## config.mk

```make
export PLATFORM = sky130hd
export DESIGN_NAME = demodOutputShell
export DESIGN_NICKNAME = d
export VERILOG_FILES = /design/src/rtl/hostPkg.sv /design/src/rtl/demodPkg.sv /design/src/rtl/hostRegs.sv /design/src/rtl/miscSpace.sv /design/src/rtl/dataOutputSelect.sv /design/src/rtl/dacChannelMux.sv /design/src/rtl/demodOutputShell.sv
export SDC_FILE = /design/constraint.sdc
export NUM_CORES = 1
export LEC_CHECK = 0
export BUFFER_PORTS_ARGS = -buffer_cell sky130_fd_sc_hd__buf_2
export CAP_MARGIN = 20
export CELL_PAD_IN_SITES_DETAIL_PLACEMENT = 2
export CELL_PAD_IN_SITES_GLOBAL_PLACEMENT = 2
export CORE_MARGIN = 3
export CORE_UTILIZATION = 29
export CTS_CLUSTER_SIZE = 12
export DETAILED_ROUTE_END_ITERATION = 6
export HOLD_SLACK_MARGIN = 0.12
export PLACE_DENSITY_LB_ADDON = 0.05
export SYNTH_ARGS = -nofsm -noshare
export SYNTH_HDL_FRONTEND = slang
export SYNTH_SLANG_ARGS = --single-unit
export TNS_END_PERCENT = 5
```

## constraint.sdc

```tcl
create_clock -name ck933 -period 6.6 [get_ports ck933]
set_input_delay 0 -clock ck933 [delete_from_list [all_inputs] [get_ports ck933]]
set_output_delay 0 -clock ck933 [all_outputs]
set_load 0.1 [all_outputs]
```

## src/rtl/hostPkg.sv

```systemverilog
/*
 * Processor bus and register map definitions for the output shell.
 * The bus is a strobe bus sampled on ck933 with a fixed one-cycle read
 * latency and no wait states. Registers are 32 bits and are read as
 * two 16-bit halves. Address bit 1 picks the upper half and bit 0 is unused.
 */
package hostPkg;

    localparam int ADDR_WIDTH = 12;
    localparam int DATA_WIDTH = 16;

    // One processor bus cycle
    typedef struct packed {
        logic                  cs;
        logic                  rd;
        logic                  we;
        logic [ADDR_WIDTH-1:0] addr;
        logic [DATA_WIDTH-1:0] wrData;
    } busReq_t;

    // ****************************************
    // Address map
    // ****************************************

    // Space codes in addr[11:6]
    localparam logic [5:0] MISC_SPACE   = 6'h3F;
    localparam logic [5:0] CONFIG_SPACE = 6'h01;

    // Word offsets in addr[5:2]
    localparam logic [3:0] MISC_VERSION = 4'd0;
    localparam logic [3:0] MISC_CLOCK   = 4'd1;
    localparam logic [3:0] MISC_RESET   = 4'd2;

    localparam logic [3:0] CFG_MODE = 4'd0;
    localparam logic [3:0] CFG_DAC0 = 4'd1;
    localparam logic [3:0] CFG_DAC1 = 4'd2;
    localparam logic [3:0] CFG_DAC2 = 4'd3;

    // Misc space access after space decode
    typedef struct packed {
        logic                  wrEn;
        logic                  rdEn;
        logic [3:0]            offset;
        logic [DATA_WIDTH-1:0] wrData;
    } miscAccess_t;

    localparam logic [15:0] VERSION_NUMBER = 16'h0144;

    // Software reset pulse length in ck933 cycles
    localparam int RESET_STRETCH = 6;

endpackage

```

## src/rtl/demodPkg.sv

```systemverilog
/*
 * Demodulator side types for the output shell.
 * Mode codes follow the software register encoding.
 * DAC select codes C to F are the trellis views. All other codes
 * come from the multi-h loop or the plain demodulator.
 */
package demodPkg;

    localparam int SAMPLE_WIDTH = 18;
    localparam int DAC_WIDTH    = 14;

    typedef enum logic [3:0] {
        MODE_AM         = 4'd0,
        MODE_PM         = 4'd1,
        MODE_FM         = 4'd2,
        MODE_2FSK       = 4'd3,
        MODE_BPSK       = 4'd4,
        MODE_QPSK       = 4'd5,
        MODE_PCMTRELLIS = 4'd6,
        MODE_SOQPSK     = 4'd7,
        MODE_MULTIH     = 4'd8
    } demodMode_t;

    typedef logic [3:0] dacSelect_t;

    // ****************************************
    // Trellis DAC views
    // ****************************************
    localparam dacSelect_t DAC_TRELLIS_I     = 4'hC;
    localparam dacSelect_t DAC_TRELLIS_Q     = 4'hD;
    localparam dacSelect_t DAC_TRELLIS_PHERR = 4'hE;
    localparam dacSelect_t DAC_TRELLIS_INDEX = 4'hF;

    // 16-bit config register contents
    typedef struct packed {
        demodMode_t            mode;
        dacSelect_t [2:0]      dacSelect;
    } demodConfig_t;

    // Bit-sync output of the legacy demodulator
    typedef struct packed {
        logic symEn;
        logic sym2xEn;
        logic iBit;
        logic qBit;
    } legacyStream_t;

    typedef struct packed {
        logic symEn;
        logic sym2xEn;
        logic decision;
    } trellisStream_t;

    typedef struct packed {
        logic symEn;
        logic sym2xEn;
        logic iData;
        logic qData;
    } dataOut_t;

    typedef struct packed {
        logic                    sync;
        logic [SAMPLE_WIDTH-1:0] data;
    } dacSample_t;

    typedef struct packed {
        dacSample_t sample;
        logic       en;
    } multihSample_t;

    typedef struct packed {
        logic bitsyncLock;
        logic carrierLock;
        logic multihLock;
    } lockStatus_t;

    typedef struct packed {
        logic bitsyncUnlocked;
        logic demodUnlocked;
    } lockOut_t;

endpackage

```

## src/rtl/hostRegs.sv

```systemverilog
/*
 * Bus decode, config registers and registered read data.
 * rdData is valid one cycle after a read cycle and is zero after any
 * other cycle or after a read of an unmapped address.
 * Config values read back in the low half with zero in the high half.
 */
`timescale 1ns/1ns

module hostRegs (
    input  logic                           ck933,
    input  logic                           clockCounterEn,
    input  hostPkg::busReq_t               busReq,
    input  logic [31:0]                    miscRdData,
    output hostPkg::miscAccess_t           miscAccess,
    output demodPkg::demodConfig_t         demodConfig,
    output logic [hostPkg::DATA_WIDTH-1:0] rdData
);

    logic [5:0]  space;
    logic [3:0]  offset;
    logic        hiHalf;
    logic        wrCycle;
    logic        rdCycle;
    logic [31:0] cfgWord;
    logic [31:0] rdWord;

    assign space   = busReq.addr[11:6];
    assign offset  = busReq.addr[5:2];
    assign hiHalf  = busReq.addr[1];
    assign wrCycle = busReq.cs & busReq.we;
    assign rdCycle = busReq.cs & busReq.rd;

    // Misc space goes straight through
    assign miscAccess.wrEn   = wrCycle && (space == hostPkg::MISC_SPACE);
    assign miscAccess.rdEn   = rdCycle && (space == hostPkg::MISC_SPACE);
    assign miscAccess.offset = offset;
    assign miscAccess.wrData = busReq.wrData;

    // ****************************************
    // Config writes
    // ****************************************
    always_ff @(posedge ck933 or posedge clockCounterEn) begin
        if (clockCounterEn) begin
            demodConfig <= '0;
        end else if (wrCycle && (space == hostPkg::CONFIG_SPACE)) begin
            case (offset)
                hostPkg::CFG_MODE: begin
                    demodConfig.mode <= demodPkg::demodMode_t'(busReq.wrData[3:0]);
                end
                hostPkg::CFG_DAC0: demodConfig.dacSelect[0] <= busReq.wrData[3:0];
                hostPkg::CFG_DAC1: demodConfig.dacSelect[1] <= busReq.wrData[3:0];
                hostPkg::CFG_DAC2: demodConfig.dacSelect[2] <= busReq.wrData[3:0];
                default: ;
            endcase
        end
    end

    // ****************************************
    // Read mux
    // ****************************************
    always_comb begin
        cfgWord = '0;
        case (offset)
            hostPkg::CFG_MODE: cfgWord[3:0] = demodConfig.mode;
            hostPkg::CFG_DAC0: cfgWord[3:0] = demodConfig.dacSelect[0];
            hostPkg::CFG_DAC1: cfgWord[3:0] = demodConfig.dacSelect[1];
            hostPkg::CFG_DAC2: cfgWord[3:0] = demodConfig.dacSelect[2];
            default:           cfgWord      = '0;
        endcase

        // Unmapped spaces read zero
        if (space == hostPkg::MISC_SPACE) begin
            rdWord = miscRdData;
        end else if (space == hostPkg::CONFIG_SPACE) begin
            rdWord = cfgWord;
        end else begin
            rdWord = '0;
        end
    end

    always_ff @(posedge ck933 or posedge clockCounterEn) begin
        if (clockCounterEn) begin
            rdData <= '0;
        end else if (!rdCycle) begin
            rdData <= '0;
        end else if (hiHalf) begin
            rdData <= rdWord[31:16];
        end else begin
            rdData <= rdWord[15:0];
        end
    end

endmodule

```

## src/rtl/miscSpace.sv

```systemverilog
/*
 * Version word, clock counter and software reset.
 * The counter restarts on a MISC_CLOCK write and any MISC_CLOCK read
 * captures the full count. The low half reads the live count and the
 * high half reads the captured count.
 * A MISC_RESET write holds coreReset for RESET_STRETCH cycles.
 */
`timescale 1ns/1ns

module miscSpace (
    input  logic                 ck933,
    input  logic                 clockCounterEn,
    input  hostPkg::miscAccess_t miscAccess,
    output logic [31:0]          miscRdData,
    output logic                 coreReset
);

    typedef logic [$clog2(hostPkg::RESET_STRETCH + 1)-1:0] stretch_t;

    logic [31:0] clockCounter;
    logic [31:0] clockHold;
    stretch_t    stretchCount;
    logic        clockWrite;
    logic        clockRead;
    logic        resetWrite;

    assign clockWrite = miscAccess.wrEn && (miscAccess.offset == hostPkg::MISC_CLOCK);
    assign clockRead  = miscAccess.rdEn && (miscAccess.offset == hostPkg::MISC_CLOCK);
    assign resetWrite = miscAccess.wrEn && (miscAccess.offset == hostPkg::MISC_RESET);

    // ****************************************
    // Clock counter
    // ****************************************
    always_ff @(posedge ck933 or posedge clockCounterEn) begin
        if (clockCounterEn) begin
            clockCounter <= '0;
            clockHold    <= '0;
        end else begin
            if (clockWrite) begin
                clockCounter <= '0;
            end else begin
                clockCounter <= clockCounter + 32'd1;
            end
            // Snapshot for the following high half read
            if (clockRead) begin
                clockHold <= clockCounter;
            end
        end
    end

    // ****************************************
    // Software reset stretch
    // ****************************************
    always_ff @(posedge ck933 or posedge clockCounterEn) begin
        if (clockCounterEn) begin
            stretchCount <= '0;
        end else if (resetWrite) begin
            stretchCount <= stretch_t'(hostPkg::RESET_STRETCH);
        end else if (stretchCount != '0) begin
            stretchCount <= stretchCount - 1'b1;
        end
    end

    assign coreReset = (stretchCount != '0);

    // Read word at the addressed offset
    always_comb begin
        case (miscAccess.offset)
            hostPkg::MISC_VERSION: miscRdData = {hostPkg::VERSION_NUMBER, 16'h0000};
            hostPkg::MISC_CLOCK:   miscRdData = {clockHold[31:16], clockCounter[15:0]};
            default:               miscRdData = '0;
        endcase
    end

endmodule

```

## src/rtl/dataOutputSelect.sv

```systemverilog
/*
 * Data bit and lock output selection.
 * Trellis modes (PCM and SOQPSK) have two cycles of latency and all
 * other modes one. The PCM decision is inverted, as is the legacy I bit
 * in FM and 2FSK. coreReset clears every register synchronously.
 */
`timescale 1ns/1ns

module dataOutputSelect (
    input  logic                     ck933,
    input  logic                     clockCounterEn,
    input  logic                     coreReset,
    input  demodPkg::demodMode_t     mode,
    input  demodPkg::legacyStream_t  legacy,
    input  demodPkg::trellisStream_t pcmTrellis,
    input  demodPkg::trellisStream_t soqpskTrellis,
    input  demodPkg::lockStatus_t    lockStatus,
    output demodPkg::dataOut_t       dataOut,
    output demodPkg::lockOut_t       lockOut
);

    logic                     pcmMode;
    logic                     trellisMode;
    logic                     fmMode;
    logic                     multihMode;
    demodPkg::trellisStream_t trellisSel;

    assign pcmMode     = (mode == demodPkg::MODE_PCMTRELLIS);
    assign trellisMode = pcmMode || (mode == demodPkg::MODE_SOQPSK);
    assign fmMode      = (mode == demodPkg::MODE_FM) || (mode == demodPkg::MODE_2FSK);
    assign multihMode  = (mode == demodPkg::MODE_MULTIH);

    always_ff @(posedge ck933 or posedge clockCounterEn) begin
        if (clockCounterEn) begin
            trellisSel <= '0;
            dataOut    <= '0;
            lockOut    <= '0;
        end else if (coreReset) begin
            trellisSel <= '0;
            dataOut    <= '0;
            lockOut    <= '0;
        end else begin
            // Stage one picks the trellis decoder
            if (pcmMode) begin
                trellisSel.symEn    <= pcmTrellis.symEn;
                trellisSel.sym2xEn  <= pcmTrellis.sym2xEn;
                trellisSel.decision <= ~pcmTrellis.decision;
            end else begin
                trellisSel <= soqpskTrellis;
            end

            // Stage two picks trellis or legacy bits
            if (trellisMode) begin
                dataOut.symEn   <= trellisSel.symEn;
                dataOut.sym2xEn <= trellisSel.sym2xEn;
                dataOut.iData   <= trellisSel.decision;
                dataOut.qData   <= trellisSel.decision;
            end else begin
                dataOut.symEn   <= legacy.symEn;
                dataOut.sym2xEn <= legacy.sym2xEn;
                dataOut.iData   <= fmMode ? ~legacy.iBit : legacy.iBit;
                dataOut.qData   <= legacy.qBit;
            end

            // Active high unlock indications
            lockOut.bitsyncUnlocked <= ~lockStatus.bitsyncLock;
            lockOut.demodUnlocked   <= multihMode ? ~lockStatus.multihLock
                                                  : ~lockStatus.carrierLock;
        end
    end

endmodule

```

## src/rtl/dacChannelMux.sv

```systemverilog
/*
 * Source selection for one DAC channel.
 * Trellis codes take the active trellis decoder. Otherwise the multi-h
 * view is used when enabled in multi-h mode, else the demod sample.
 * The output holds the top DAC_WIDTH bits and updates only on sync.
 */
`timescale 1ns/1ns

module dacChannelMux (
    input  logic                              ck933,
    input  logic                              clockCounterEn,
    input  logic                              coreReset,
    input  demodPkg::demodMode_t              mode,
    input  demodPkg::dacSelect_t              select,
    input  demodPkg::dacSample_t              demodIn,
    input  demodPkg::dacSample_t              pcmIn,
    input  demodPkg::dacSample_t              soqpskIn,
    input  demodPkg::multihSample_t           multihIn,
    output logic [demodPkg::DAC_WIDTH-1:0]    dacData
);

    logic                 trellisSelect;
    demodPkg::dacSample_t chosen;
    demodPkg::dacSample_t chosenReg;

    assign trellisSelect = select inside {demodPkg::DAC_TRELLIS_I, demodPkg::DAC_TRELLIS_Q,
                                          demodPkg::DAC_TRELLIS_PHERR,
                                          demodPkg::DAC_TRELLIS_INDEX};

    always_comb begin
        if (trellisSelect) begin
            chosen = (mode == demodPkg::MODE_PCMTRELLIS) ? pcmIn : soqpskIn;
        end else if (multihIn.en && (mode == demodPkg::MODE_MULTIH)) begin
            chosen = multihIn.sample;
        end else begin
            chosen = demodIn;
        end
    end

    // Select register, then sync-gated output register
    always_ff @(posedge ck933 or posedge clockCounterEn) begin
        if (clockCounterEn) begin
            chosenReg <= '0;
            dacData   <= '0;
        end else if (coreReset) begin
            chosenReg <= '0;
            dacData   <= '0;
        end else begin
            chosenReg <= chosen;
            if (chosenReg.sync) begin
                dacData <= chosenReg.data[demodPkg::SAMPLE_WIDTH-1 -: demodPkg::DAC_WIDTH];
            end
        end
    end

endmodule

```

## src/rtl/demodOutputShell.sv

```systemverilog
/*
 * Host interface and output routing around the demodulator.
 * Demodulator, trellis and multi-h outputs arrive on ports.
 * clockCounterEn is an asynchronous reset for the whole shell and
 * coreReset is the stretched software reset of the data paths.
 */
`timescale 1ns/1ns

module demodOutputShell (
    input  logic                           ck933,
    input  logic                           clockCounterEn,
    input  hostPkg::busReq_t               busReq,
    output logic [hostPkg::DATA_WIDTH-1:0] rdData,
    input  demodPkg::legacyStream_t        legacy,
    input  demodPkg::trellisStream_t       pcmTrellis,
    input  demodPkg::trellisStream_t       soqpskTrellis,
    input  demodPkg::lockStatus_t          lockStatus,
    input  demodPkg::dacSample_t           demodSample [3],
    input  demodPkg::dacSample_t           pcmTrellisSample [3],
    input  demodPkg::dacSample_t           soqpskTrellisSample [3],
    input  demodPkg::multihSample_t        multihSample [3],
    output demodPkg::dataOut_t             dataOut,
    output demodPkg::lockOut_t             lockOut,
    output demodPkg::demodMode_t           demodMode,
    output logic                           coreReset,
    output logic [demodPkg::DAC_WIDTH-1:0] dacData [3]
);

    hostPkg::miscAccess_t   miscAccess;
    logic [31:0]            miscRdData;
    demodPkg::demodConfig_t demodConfig;

    assign demodMode = demodConfig.mode;

    // ****************************************
    // Register bus
    // ****************************************
    hostRegs hostRegs (
        .ck933          (ck933),
        .clockCounterEn (clockCounterEn),
        .busReq         (busReq),
        .miscRdData     (miscRdData),
        .miscAccess     (miscAccess),
        .demodConfig    (demodConfig),
        .rdData         (rdData)
    );

    miscSpace miscSpace (
        .ck933          (ck933),
        .clockCounterEn (clockCounterEn),
        .miscAccess     (miscAccess),
        .miscRdData     (miscRdData),
        .coreReset      (coreReset)
    );

    // ****************************************
    // Output routing
    // ****************************************
    dataOutputSelect dataOutputSelect (
        .ck933          (ck933),
        .clockCounterEn (clockCounterEn),
        .coreReset      (coreReset),
        .mode           (demodConfig.mode),
        .legacy         (legacy),
        .pcmTrellis     (pcmTrellis),
        .soqpskTrellis  (soqpskTrellis),
        .lockStatus     (lockStatus),
        .dataOut        (dataOut),
        .lockOut        (lockOut)
    );

    for (genvar i = 0; i < 3; i++) begin : gDac
        dacChannelMux dacChannel (
            .ck933          (ck933),
            .clockCounterEn (clockCounterEn),
            .coreReset      (coreReset),
            .mode           (demodConfig.mode),
            .select         (demodConfig.dacSelect[i]),
            .demodIn        (demodSample[i]),
            .pcmIn          (pcmTrellisSample[i]),
            .soqpskIn       (soqpskTrellisSample[i]),
            .multihIn       (multihSample[i]),
            .dacData        (dacData[i])
        );
    end

endmodule

```

Word level (Yosys, flattened, before mapping)
Index checks and enable logic that the tools add are counted.
- multiplexer cells: 34
- $add $sub $neg: 2
- equal/unequal tests: 22
- bitwise operators: 7
- reductions and logical operators: 24
- operators by type and width (kind ; count):
    two-way mux 19 bit ; 12
    two-way mux 14 bit ; 6
    two-way mux 32 bit ; 2
    case mux 32 bit (2 select lines) ; 1
    == test 4 bit (second input constant) ; 13
    adder 32 x 1 -> 32 bit (second input constant) ; 1
    two-way mux 16 bit ; 2
    == test 4 x 2 -> 1 bit (second input constant) ; 4
    case mux 4 bit (4 select lines) ; 1
    two-way mux 3 bit ; 4
    two-way mux 4 bit ; 3
    nonzero test 4 bit ; 3
    logical AND 1 bit ; 9
    == test 4 x 3 -> 1 bit (second input constant) ; 2
    AND reduction 2 bit ; 4
    nonzero test 2 bit ; 4
    == test 6 x 1 -> 1 bit (second input constant) ; 1
    == test 6 bit (second input constant) ; 1
    NOT 1 bit ; 5
    == test 4 x 1 -> 1 bit (second input constant) ; 1
    zero test 4 bit ; 1
    nonzero test 3 bit ; 1
    subtractor 3 x 1 -> 3 bit (second input constant) ; 1
    bitwise AND 1 bit ; 2
    3 further kinds ; 5
- output and inout port bits: 69
- bits of input ports: 277
- word-level logic and storage cells: 115
- bits in registers: 207

Logic depth before layout (Yosys ltp)
Gate-level depths: netlist (run 1).
- word-level depth: 6
- mapped depth: 8
- mapped depth without buffers: 7

Hierarchy
A second synthesis (run 1) with hierarchy kept.
- cell total of the unflattened synthesis: 856
- area total of the unflattened synthesis: 9262.6 µm²
- by module, submodules not included (module ; times used ; cells each ; area each (µm²) ; sequential area each (µm²)):
    dacChannelMux ; 3 ; 138 ; 1512.7 ; 725.7
    miscSpace ; 1 ; 272 ; 2670.1 ; 1276.2
    hostRegs ; 1 ; 134 ; 1657.8 ; 800.8
    dataOutputSelect ; 1 ; 36 ; 396.6 ; 225.2

Least setup slack after synthesis (run 1)
OpenSTA, ideal clock, no wires.
- path kind: reg2reg
- start point: reg miscSpace.stretchCount[0]
- end point: reg, netlist name dataOutputSelect.dataOut[0]
- path buffers: 2
- cell stages (with the launch flop): 8
- required time: 6422 ps
- library setup time: 178 ps
- setup slack: 4310 ps
- clock period less this slack: 2290 ps
- arrival time: 2112 ps
- cells stage by stage: dfrtp_1 > inv_1 > ha_1 > nor2b_1 > clkbuf_1 > inv_2 > clkbuf_1 > nor2_1
- longest elaborated chain between the ends: 2
- RTL lines (what ; RTL line ; RTL):
    start: declaration ; miscSpace.sv:22 ; stretch_t stretchCount;
    start signal: assignment ; miscSpace.sv:58 ; stretchCount <= stretch_t'(hostPkg::RESET_STRETCH);
    start signal: assignment ; miscSpace.sv:60 ; stretchCount <= stretchCount - 1'b1;
    nonzero test 3 bit ; miscSpace.sv:64 ; assign coreReset = (stretchCount != '0);
    net coreReset ; demodOutputShell.sv:25 ; output logic coreReset,
    two-way mux 4 bit ; dataOutputSelect.sv:38 ; end else if (coreReset) begin
The timed path passes the listed nets, and every way through them passes these cells.
A chain may end at the register's enable or synchronous reset.

Final worst setup path (run 1)
- start point: reg, netlist name hostRegs.demodConfig[12]
- end point: reg gDac[2].dacChannel.chosenReg[16] in the netlist's numbering
- longest elaborated chain between the ends: 5
- elaborated cells on any way between the ends: 7
- those cells by class: eq/ne: 2; mux: 4; reduce/logical: 1
- RTL lines (what ; RTL line ; RTL):
    == test 4 bit ; dacChannelMux.sv:33 ; end else if (multihIn.en && (mode == demodPkg::MODE_MULTIH)) begin
    logical AND 1 bit ; dacChannelMux.sv:33 ;
    two-way mux 19 bit ; dacChannelMux.sv:33 ;
    two-way mux 19 bit (*) ; dacChannelMux.sv:31 ; if (trellisSelect) begin
    two-way mux 19 bit (*) ; dacChannelMux.sv:45 ; end else if (coreReset) begin
    end signal: assignment ; dacChannelMux.sv:49 ; chosenReg <= chosen;
    end: declaration ; dacChannelMux.sv:24 ; demodPkg::dacSample_t chosenReg;
Mark *: on every way between the ends. The rest lies on a longest branch, timed or not.

==> results.md, run 1 <==
- Status: complete, no violations
- Final core occ: a little over two fifths
- Critical path launch point type: flop
- Iteration count of the initial detailed-routing pass: 4
- Placed cell areas: 10100 um^2
- DRC Markers: 0
- Largest net degree at the start of global routing: 69
- M1 wire length: 13460 um
- # resized after CTS: 0
- RSZ-0062 raised after global routing: false
- Port Buf Inserts: 284
- Final worst path period need: between 3 and 4 ns
- Leakage: 6.140 nW
- Worst EP required: a little under 7 ns
- Top cell by count, worst path: dlygate4sd3_1
- CTS clk-pin slew, worst paths: 0.07 ns
- Async S/R FF share, synth: 100.0%
- Total setup buffers inserted after CTS: 0
- Worst Hold Class: in -> reg
- P&R area growth vs syn: 47.22%
- Clk buf depth: 2
- Hold Fails Final Rpt: 0
- Commonest non-fill, non-tap cell in the layout: buf_2
- TritonCTS buffer count: 17
- Setup TNS: 0 ns
- Starting DRT DRC Count: 225
- Root buffer cell: clkbuf_16
- Tightest Pin Transition: about 1 ns
- Routability Congestion: just under 0.7
- Initial Utilization: between 20 and 30%
- Cell count after synthesis: 722
- Distinct cells, synth: 42
- Vias in the first global route: 8454
- Antenna violations before repair: 2
- CP Max Fanout: 15
- Worst-case hold slack: 0.1356 ns
- Clk_lat worst skew: 0.44 ns
- Number of synthesized flops with an enable pin: 0
- Post-synth top flop: dfrtp_1
- Via count: roughly 7500
- Critical-path top delay cell: nand2_1
- Core ar.: between 20000 and 30000 um^2
- Max-Cap Viols: 0
- Via density: roughly 4.9
- Die Y: approximately 180 um
- FILL cells: around 3000
- Synthesized cell area: roughly 8400 um^2
- Crit end category: flop
- Worst-path cell chain: nor4b_2, nand2_1, mux2i_1, dlygate4sd3_1, o22ai_1, dlygate4sd3_1
- Largest delay share family, worst path: simple AND/OR/NAND/NOR gates
- CTS tree: built
- Finished Cell Area: 12300 um^2
- Final setup fails: 0
- H-tree depth: 4
- Wire length on met2: between 15000 and 20000 um
- Fin nets: about 1400
- Synthesized area per cell: roughly 12 um^2
- Pwr/cell area: roughly 240 nW/um^2
- Synthesis Warnings: 0
- Routed wl met3: approximately 1200 um
- Peak VDD IR: 0.1429 mV
- Syn Nets: approximately 1000
- DRT antenna net count: 0
- Overall die area: just over 30000 um^2
- Clock skew: between 0.01 and 0.015 ns
- Slowest stage delay, CP: about 0.8 ns
- Total wire length: 30640 um
- Seq/Total Area, Yosys: 53.63%
- Chip Width: 175.7 um
- Row Count: ~60
- Top sig layer: met4
- Commonest non-fill, non-tap cells in the layout: buf_2, dfrtp_1, dlygate4sd3_1
- Worst Setup Path Type: reg -> reg
- DPL Wire Length: 19980 um
- Ports: ~350
- Share of layout cells above drive strength 1: approximately 31%
- GRT Resource Usage Total: around a fifth
- First-pass GRT wire length: ~48000 um
- Final period util: a little under three fifths
- Finished Layout Cells: around 1500
- CTS Sinks: between 150 and 200
- Gr ovfl total: 0
- Max Freq: 268.7 MHz
- CP Buf/Inv Count: 2
- Worst EP arrival: ~4.0 ns
- Final max-slew violation count: 0
- FF+latch count, synth: 179
- Cells after DPL: 1344
- Max-slew headroom: a little under a third
- WL per Instance: approximately 20 um
==> power by group <==
group / leakage, nW / internal (mW) / switching [mW]
sequential: 2.45 / 1.19 / 0.0902
combinational: 3.39 / 0.283 / 0.345
clock: 0.299 / 0.594 / 0.470
total: 6.14 / 2.07 / 0.905
==> repair_timing <==
item	in CTS	in global routing
hold endpoints to repair	141	0
endpoints found under the setup margin	0	0
hold buffers	157	0
==> Yosys cell counts (5+ instances only) <==
cell type / number / area [um^2]
or3_1: 9 / 56.30
xor2_1: 5 / 43.79
clkbuf_1: 32 / 120.1
mux2i_1: 152 / 1521
nor4_1: 6 / 37.54
xnor2_1: 9 / 78.83
and4_1: 5 / 43.79
a21oi_1: 20 / 100.1
or4_1: 11 / 82.58
nor2b_1: 5 / 31.28
nor2_1: 80 / 300.3
o21ai_0: 9 / 45.04
mux2_2: 28 / 315.3
buf_2: 9 / 45.04
nand4_1: 6 / 37.54
o31ai_1: 9 / 67.56
dfrtp_1: 179 / 4479
o22ai_1: 48 / 300.3
inv_1: 14 / 52.55
nand2_1: 28 / 105.1
nand3_1: 15 / 75.07
==> area by class of cell <==
class                      count  area (um^2)  area share [%]
sequential                   179         4479           36.43
multi-input combinational    482         3625           29.48
timing repair buffer         447         3038           24.71
tap                          378        473.0           3.847
clock buffer                  19        452.9           3.684
clock inverter                13        163.9           1.333
inverter                      15        61.31          0.4986
antenna                        1        2.502         0.02035
==> metrics by stage <==
step	setup WS (ns)	total power, mW
final	2.879	2.978
after global routing	2.649	3.141
after CTS	2.911	3.019
after detailed placement	3.948	1.802
after global placement	3.965	1.791
after floorplan	1.741	1.615
==> routing by layer <==
layer	vias up	GRT usage, %
li1	3443	-
met2	174	35.03
met5	-	0
met4	0	5.279
met1	3824	25.17
met3	29	3.740
==> sequential cells by signal, indices dropped and copies added (netlist names) <==
register	flops
dataOutputSelect.dataOut	4
dataOutputSelect.lockOut	2
dataOutputSelect.trellisSel	3
gDac.dacChannel.chosenReg	45
gDac.dacChannel.dacData	42
hostRegs.demodConfig	16
hostRegs.rdData	16
miscSpace.clockCounter	32
miscSpace.clockHold	16
miscSpace.stretchCount	3
==> worst paths after layout <==
kind | startpoint | endpoint | slack [ns] | depth (start not counted)
worst max-delay path | hostRegs.demodConfig[12] | gDac[2].dacChannel.chosenReg[16] | 2.88 | 6
worst min-delay path | busReq[27] | miscSpace.stretchCount[0] | 0.14 | 4
worst max register to register | hostRegs.demodConfig[12] | gDac[2].dacChannel.chosenReg[16] | 2.88 | 6
worst min register to register | miscSpace.clockHold[31] | miscSpace.clockHold[31] | 0.50 | 1
max in group asynchronous | clockCounterEn | hostRegs.demodConfig[4] | 5.18 | 4
min in group asynchronous | clockCounterEn | gDac[1].dacChannel.chosenReg[12] | 0.20 | 3
==> cell families (layout without fill, tap and decap cells) <==
kind of cell             count (synthesis)  count (layout)  share of synthesized area, %
AND/OR/NAND/NOR                        186             186                         11.16
flip-flops                             179             179                         53.63
AO/OA/AOI/OAI                           91              91                         6.622
XOR/XNOR                                14              14                         1.468
adder cells (fa/ha/maj)                  3               3                        0.4495
multiplexers                           188             188                         23.61
buffers and inverters                   61             494                         3.056
other                                    0               1                             0
==> worst register-to-register path, stage by stage, from the launching register on <==
cell and delay, ns:
dfrtp_1 0.47, nor4b_2 0.71, nand2_1 0.81, mux2i_1 0.36
dlygate4sd3_1 0.58, o22ai_1 0.08, dlygate4sd3_1 0.61
Note: power is estimated with default switching activity, not from simulation.
==> run 2: changes to the inputs <==
--- a/config.mk
+++ b/config.mk
@@ -5,12 +5,13 @@
 export SDC_FILE = /design/constraint.sdc
 export NUM_CORES = 1
 export LEC_CHECK = 0
+export ABC_AREA = 1
 export BUFFER_PORTS_ARGS = -buffer_cell sky130_fd_sc_hd__buf_2
 export CAP_MARGIN = 20
 export CELL_PAD_IN_SITES_DETAIL_PLACEMENT = 2
 export CELL_PAD_IN_SITES_GLOBAL_PLACEMENT = 2
 export CORE_MARGIN = 3
-export CORE_UTILIZATION = 29
+export CORE_UTILIZATION = 27
 export CTS_CLUSTER_SIZE = 12
 export DETAILED_ROUTE_END_ITERATION = 6
 export HOLD_SLACK_MARGIN = 0.12
==> constraint.sdc (replaced) <==
create_clock -name ck933 -period 3.5 [get_ports ck933]
set_input_delay 0 -clock ck933 [delete_from_list [all_inputs] [get_ports ck933]]
set_output_delay 0 -clock ck933 [all_outputs]
set_load 0.1 [all_outputs]
==> run 2 against run 1 <==
Compared with the run above:
- first-iteration DRC count grew 77%
- sequential share of layout area shrank 4.0 points
- routed wire length grew 30%
- critical path depth grew 4
- final cell count grew 46%
- worst setup slack lost 2.6 ns
- sequential power grew 97%
- largest power group unchanged
==> results.md, run 2 <==
- CTS Sinks: 179 (unchanged)
- Commonest non-fill, non-tap cells in the layout: nand2_1, buf_2, inv_1
- Yosys top cell by area: dfrtp_1
- Critical path launch point type: flop
- GRT Resource Usage Total: 21.11% (+1.2 points)
- First-pass GRT wire length: 63810 um (+32%)
- FF+latch count, synth: 179 (unchanged)
- Overall die area: 37980 um^2 (+23%)
- Gr ovfl total: 0 (unchanged)
- Share of layout cells above drive strength 1: 20.88% (-10 points)
- Post-synth top cells: nand2_1, inv_1, dfrtp_1
- Antenna violations before repair: 20 (+18)
- Starting DRT DRC Count: 399 (+77%)
- Via density: 4.579 (-6.0%)
- Total setup buffers inserted after CTS: 0 (unchanged)
- Final worst slack: 0.3154 ns (-2.563 ns)
- P&R area growth vs syn: 43.41%
- Final worst path period need: 3.185 ns (-0.5367 ns)
- Slowest stage delay, CP: 0.59 ns (-0.21 ns)
- Die Y: 194.9 um (+11%)
- Cell count after synthesis: 1339 (+85%)
- DRC Markers: 0 (unchanged)
- Most common cell in the netlist: nand2_1
- Synthesis Warnings: 0 (unchanged)
- Hold Fails Final Rpt: 0 (unchanged)
- Placed cell areas: 11460 um^2 (+13%)
- Synthesized area per cell: 7.193 um^2 (-38%)
- Setup TNS: 0 ns (unchanged)
- Port Buf Inserts: 284 (unchanged)
- Crit end category: flop
- CP Buf/Inv Count: 4 (+2)
- Distinct cells, synth: 34 (-19%)
- Async S/R FF share, synth: 100.0% (unchanged)
- Leakage: 7.435 nW (+21%)
- Largest net degree at the start of global routing: 84 (+22%)
- Commonest non-fill, non-tap cell in the layout: nand2_1
- Final setup fails: 0 (unchanged)
- Initial Utilization: 27.61% (-2.1 points)
- Top Registers: gDac.dacChannel.chosenReg (45), gDac.dacChannel.dacData (42), miscSpace.clockCounter (32)
- Seq/Total Area, Yosys: 46.51% (-7.1 points)
- WL per Instance: 17.80 um (-11%)
- Post-synth top flop: dfrtp_1
- Chip Width: 194.9 um (+11%)
- Worst-path cell chain: inv_1, nor2_2, nand2_1, nor2_4, buf_4, nand2_1, nand3_1, dlygate4sd3_1, a21oi_1, dlygate4sd3_1
- Critical-path top delay cell: dlygate4sd3_1
- Clk buf depth: 2 (unchanged)
- Core ar.: 34880 um^2 (+24%)
- Status: complete, no violations
- Worst EP arrival: 3.51 ns (-0.53 ns)
- Largest delay share family, worst path: buffers and inverters
- DRT antenna net count: 0 (unchanged)
- Final max-slew violation count: 0 (unchanged)
- Total power: 6.191 mW (+110%)
- Total wire length: 39880 um (+30%)
- CTS tree: built
- Finished Cell Area: 13810 um^2 (+12%)
- Pwr/cell area: 448.2 nW/um^2 (+85%)
- Row Count: 68 (+11%)
- TritonCTS buffer count: 17 (unchanged)
- Clk_lat worst skew: 0.45 ns (about the same)
- Synth top area share: 46.51% (-7.1 points)
- Vias in the first global route: 11530 (+36%)
- Worst Setup Path Type: reg -> reg
- Number of synthesized flops with an enable pin: 0 (unchanged)
- Synthesized cell area: 9632 um^2 (+15%)
- Worst EP required: 3.82 ns (-3.10 ns)
- Biggest register: gDac.dacChannel.chosenReg
- Clock skew: 0.01060 ns (-0.0002675 ns)
- Final core occ: 39.60% (-4.2 points)
- CP Max Fanout: 20 (+5)
- Root buffer cell: clkbuf_16
- Final period util: 90.99% (+35 points)
- Fin nets: 2044 (+44%)
- Synth top area cells: dfrtp_1, nand2_1, inv_1
- Ports: 346 (unchanged)
- Iteration count of the initial detailed-routing pass: 4 (unchanged)
- RSZ-0062 raised after global routing: false
- Max-slew headroom: 32.93% (+1.7 points)
- Peak VDD IR: 0.2675 mV (+87%)
- H-tree depth: 4 (unchanged)
- Dpl ws: 1.350 ns (-2.598 ns)
- Syn Nets: 1619 (+62%)
- CTS clk-pin slew, worst paths: 0.07 ns (about the same)
- Max Freq: 314.0 MHz (+17%)
- Worst Hold Class: in -> reg
- Max-Cap Viols: 0 (unchanged)
- Max reg flops: 45 (unchanged)
- DPL Wire Length: 28690 um (+44%)
- Routability Congestion: 0.8069 (+16%)
- Via count: 10260 (+37%)
- Tightest Pin Transition: 1.005 ns (-0.02479 ns)
[run 2: cell count changes after synthesis, moves of 22 or more]
cell / delta
a21oi_1: +122
inv_1: +223
mux2_2: -28
mux2i_1: -152
nand2_1: +281
nand3_1: +70
nor2_1: +60
o21ai_0: +78
o22ai_1: -48
or2_2: +22
[run 2: cells by family after synthesis]
kind of cell	synth area share (%)
simple gates	26.84
xor+xnor	1.000
flops	46.51
fa+ha+maj	0.3898
compound gates	12.61
buf+inv	12.65
[run 2: path summary, 6_finish.rpt]
check                                          from  depth (start not counted)  slack [ns]                              end
max                        hostRegs.demodConfig[13]                         10        0.32  gDac[2].dacChannel.chosenReg[7]
min                                      busReq[28]                          4        0.15        miscSpace.clockCounter[0]
max reg2reg                hostRegs.demodConfig[13]                         10        0.32  gDac[2].dacChannel.chosenReg[7]
min reg2reg                 hostRegs.demodConfig[0]                          2        0.49          hostRegs.demodConfig[0]
max in group asynchronous            clockCounterEn                          5        1.99   gDac[1].dacChannel.dacData[10]
min in group asynchronous            clockCounterEn                          4        0.71        miscSpace.clockCounter[4]
[run 2: stage by stage]
stage,hold slack (ns),instances
2_1_floorplan,0.06641,1339
3_5_place_dp,0.02540,2030
6_report,0.1476,2240
3_3_place_gp,0.02086,2029
4_1_cts,0.1435,2230
5_1_grt,0.1815,2236
[run 2: worst register-to-register path: stages (launching register included)]
cell and delay (ns):
dfrtp_1 0.50, inv_1 0.09, nor2_2 0.13, nand2_1 0.17, nor2_4 0.38, buf_4 0.36
nand2_1 0.11, nand3_1 0.09, dlygate4sd3_1 0.57, a21oi_1 0.07, dlygate4sd3_1 0.59
[run 2: report_power, final]
| part | internal, mW | total (mW) | switching [mW] |
|---|---|---|---|
| clock network | 1.08 | 2.02 | 0.946 |
| registers | 2.31 | 2.52 | 0.210 |
| logic | 0.573 | 1.65 | 1.08 |
| total | 3.96 | 6.19 | 2.23 |
[run 2: what timing repair did]
item | 4_1_cts | 5_1_grt
setup endpoints to repair | 0 | 0
hold buffers | 168 | 0
resized for setup | 0 | 0
endpoints found under the hold margin | 265 | 0
[run 2: per-layer routing]
layer,global-route usage (%),share of wire (%)
met1,24.92,41
met2,38.14,51
met3,5.772,5.5
met4,4.964,1.5
met5,0,0.42
[run 2: layout make-up]
| class | count | area, um^2 |
|---|---|---|
| Multi-Input combinational cell | 858 | 3941 |
| Clock buffer | 17 | 425.4 |
| Timing Repair Buffer | 467 | 3301 |
| Tap cell | 455 | 569.3 |
| Antenna cell | 8 | 20.02 |
| Clock inverter | 15 | 168.9 |
| Sequential cell | 179 | 4479 |
| Inverter | 241 | 908.4 |
| Fill cell | 4179 | 21070 |
==> run 3: changes to the inputs <==
--- a/config.mk
+++ b/config.mk
@@ -11,12 +11,13 @@
 export CELL_PAD_IN_SITES_DETAIL_PLACEMENT = 2
 export CELL_PAD_IN_SITES_GLOBAL_PLACEMENT = 2
 export CORE_MARGIN = 3
-export CORE_UTILIZATION = 27
+export CORE_UTILIZATION = 28
 export CTS_CLUSTER_SIZE = 12
 export DETAILED_ROUTE_END_ITERATION = 6
 export HOLD_SLACK_MARGIN = 0.12
 export PLACE_DENSITY_LB_ADDON = 0.05
 export SYNTH_ARGS = -nofsm -noshare
 export SYNTH_HDL_FRONTEND = slang
+export SYNTH_HIERARCHICAL = 1
 export SYNTH_SLANG_ARGS = --single-unit
 export TNS_END_PERCENT = 5
==> run 3 against run 2 <==
Compared with the run above:
- non-clock buffer count fell by 3
- synthesized cell count rose by 4.1%
- die area is 1.7% higher
- critical path type unchanged
- largest power group unchanged
==> results.md, run 3 <==
- Status: complete, no violations
- First-pass GRT wire length: 67910 um (+6.4%)
- Synthesized cell area: 10170 um^2 (+5.5%)
- Root buffer cell: clkbuf_16
- Share of layout cells above drive strength 1: 21.80% (+0.92 points)
- Crit end category: flop
- CTS Sinks: 179 (unchanged)
- Top Registers: gDac.dacChannel/chosenReg (45), gDac.dacChannel/dacData (42), miscSpace/clockCounter (32)
- Synthesized area per cell: 7.293 um^2 (+1.4%)
- Net Sw Power: 1.974 mW (-12%)
- Final setup fails: 0 (unchanged)
- Cell-internal power: 3.996 mW (+0.91%)
- CTS clk-pin slew, worst paths: 0.08 ns (about the same)
- Biggest register: gDac.dacChannel/chosenReg
- Sw Share: 33.06% (-3.0 points)
- Max reg flops: 45 (unchanged)
- Final core occ: 40.11% (+0.51 points)
- Initial Utilization: 28.51% (+0.90 points)
- Syn Nets: 1674 (+3.4%)
- WHS Path Cells: 6 (+2)
- Row Count: 69 (+1.5%)
- Reg2Reg Setup Slack: 0.19 ns (-0.13 ns)
- P&R area growth vs syn: 40.69%
- WL per Instance: 18.68 um (+4.9%)
- Clk_lat worst skew: 0.46 ns (about the same)
- Largest delay share family, worst path: buffers and inverters
- Worst EP arrival: 3.70 ns (+0.19 ns)
- CTS tree: built
- Clk buf depth: 2 (unchanged)
- TritonCTS buffer count: 17 (unchanged)
- Commonest non-fill, non-tap cell in the layout: buf_2
- Worst reg2reg path depth: 8 (-2)
- Fin nets: 2102 (+2.8%)
- DRC Markers: 0 (unchanged)
- Antenna violations before repair: 4 (-80%)
- Pwr/cell area: 417.4 nW/um^2 (-6.9%)
- Cell count after synthesis: 1394 (+4.1%)
- Chip Width: 196.5 um (+0.86%)
- Total setup buffers inserted after CTS: 0 (unchanged)
- GRT Resource Usage Total: 22.31% (+1.2 points)
- Largest net degree at the start of global routing: 39 (-54%)
- Tightest Pin Transition: 0.8497 ns (-0.1552 ns)
- Commonest non-fill, non-tap cells in the layout: buf_2, nand2_1, inv_1
- Setup TNS: 0 ns (unchanged)
- Worst Hold Class: in -> reg
- Starting DRT DRC Count: 359 (-10%)
- Final worst path period need: 3.311 ns (+0.1262 ns)
- Final max-slew violation count: 0 (unchanged)
- Slowest stage delay, CP: 0.87 ns (+0.28 ns)
- Iteration count of the initial detailed-routing pass: 4 (unchanged)
- Synthesis Warnings: 6 (+6)
- Port Buf Inserts: 284 (unchanged)
- Die Y: 196.5 um (+0.86%)
- CP Max Fanout: 16 (-20%)
- Leakage: 7.654 nW (+2.9%)
- Peak VDD IR: 0.3827 mV (+43%)
- DPL Wire Length: 29660 um (+3.4%)
- RSZ-0062 raised after global routing: false
- CP Buf/Inv Count: 3 (-1)
- Overall die area: 38630 um^2 (+1.7%)
- Critical path launch point type: flop
- Total wire length: 42970 um (+7.8%)
- Final period util: 94.59% (+3.6 points)
- Max Freq: 302.0 MHz (-3.8%)
- Max-slew headroom: 43.15% (+10 points)
- H-tree depth: 4 (unchanged)
- Vias in the first global route: 12030 (+4.3%)
- Sequential Power Share: 40.4% (-0.3 points)
- Worst EP required: 3.89 ns (+0.07 ns)
- Critical-path top delay cell: dfrtp_1
- Via count: 10870 (+6.0%)
- Levels on crit path: 8 (-2)
- Worst-path cell chain: nand2_1, inv_2, nand2_2, nand2_1, nand3_1, dlygate4sd3_1, a21oi_1, dlygate4sd3_1
- Max-Cap Viols: 0 (unchanged)
- Hold Fails Final Rpt: 0 (unchanged)
- Via density: 4.724 (+3.2%)
- DRT antenna net count: 0 (unchanged)
- Worst Setup Path Type: reg -> reg
- Ports: 346 (unchanged)
- Combinational group share of total power: 24.1% (-2.5 points)
- Routability Congestion: 0.8208 (+1.7%)
- Clock skew: 0.009293 ns (-0.001304 ns)
- Core ar.: 35660 um^2 (+2.2%)
- Gr ovfl total: 0 (unchanged)
- Clock power frac: 35.5% (+2.8 points)
## run 3: layout make-up
| type | instances | area, um^2 |
|---|---|---|
| multi-input combinational | 890 | 4373 |
| timing repair buffer | 464 | 3211 |
| tap | 461 | 576.8 |
| antenna | 5 | 12.51 |
| clock buffer | 20 | 466.7 |
| inverter | 270 | 1016 |
| sequential | 179 | 4481 |
| fill | 4171 | 21350 |
| clock inverter | 12 | 166.4 |
## run 3: repair_timing
action / 4_1_cts / 5_1_grt
hold buffers: 167 / 0
endpoints found under the setup margin: 0 / 14
gates resized for setup: 0 / 3
hold endpoints to repair: 235 / 0
## run 3: path summary, 6_finish.rpt
check	start	endpoint
worst max-delay path	hostRegs/demodConfig[13]	gDac[1].dacChannel/chosenReg[13]
worst min-delay path	busReq[24]	hostRegs/rdData[1]
worst max register to register	hostRegs/demodConfig[13]	gDac[1].dacChannel/chosenReg[13]
worst min register to register	gDac[1].dacChannel/chosenReg[9]	gDac[1].dacChannel/dacData[5]
max in group asynchronous	clockCounterEn	hostRegs/demodConfig[15]
min in group asynchronous	clockCounterEn	dataOutputSelect/trellisSel[0]
## run 3: worst reg2reg max path: stages, from the launching register on
cell and delay (ns):
dfrtp_1 0.87, nand2_1 0.17, inv_2 0.31, nand2_2 0.31
nand2_1 0.14, nand3_1 0.07, dlygate4sd3_1 0.57, a21oi_1 0.16
dlygate4sd3_1 0.63
## run 3: metal layers
| metal | global-route usage, % | part of all wire, % | vias to the layer above |
|---|---|---|---|
| met4 | 5.651 | 1.4 | 0 |
| met2 | 38.25 | 49 | 202 |
| met5 | 0 | 0 | - |
| li1 | - | - | 5224 |
| met1 | 29.86 | 47 | 5411 |
| met3 | 3.077 | 3.2 | 33 |
## run 3: stage by stage
stage	worst slack (ns)	cell area [um^2]	hold slack, ns	total power, mW	instances
finish	0.1893	14300	0.1536	5.970	2301
global route	0.01661	14300	0.2140	6.292	2300
CTS	0.1481	14280	0.1409	6.027	2296
detailed placement	1.226	11970	0.01133	3.620	2097
global placement	1.279	11950	0.01363	3.573	2096
floorplan	1.215	10170	-0.1721	3.197	1394
## run 3: power by group through the flow
stage	clock network [mW]	registers [mW]	logic, mW
detailed placement	0	2.45	1.17
finish	2.12	2.41	1.44
global placement	0	2.44	1.13
floorplan	0	2.55	0.644
global route	2.26	2.44	1.59
CTS	2.19	2.40	1.43
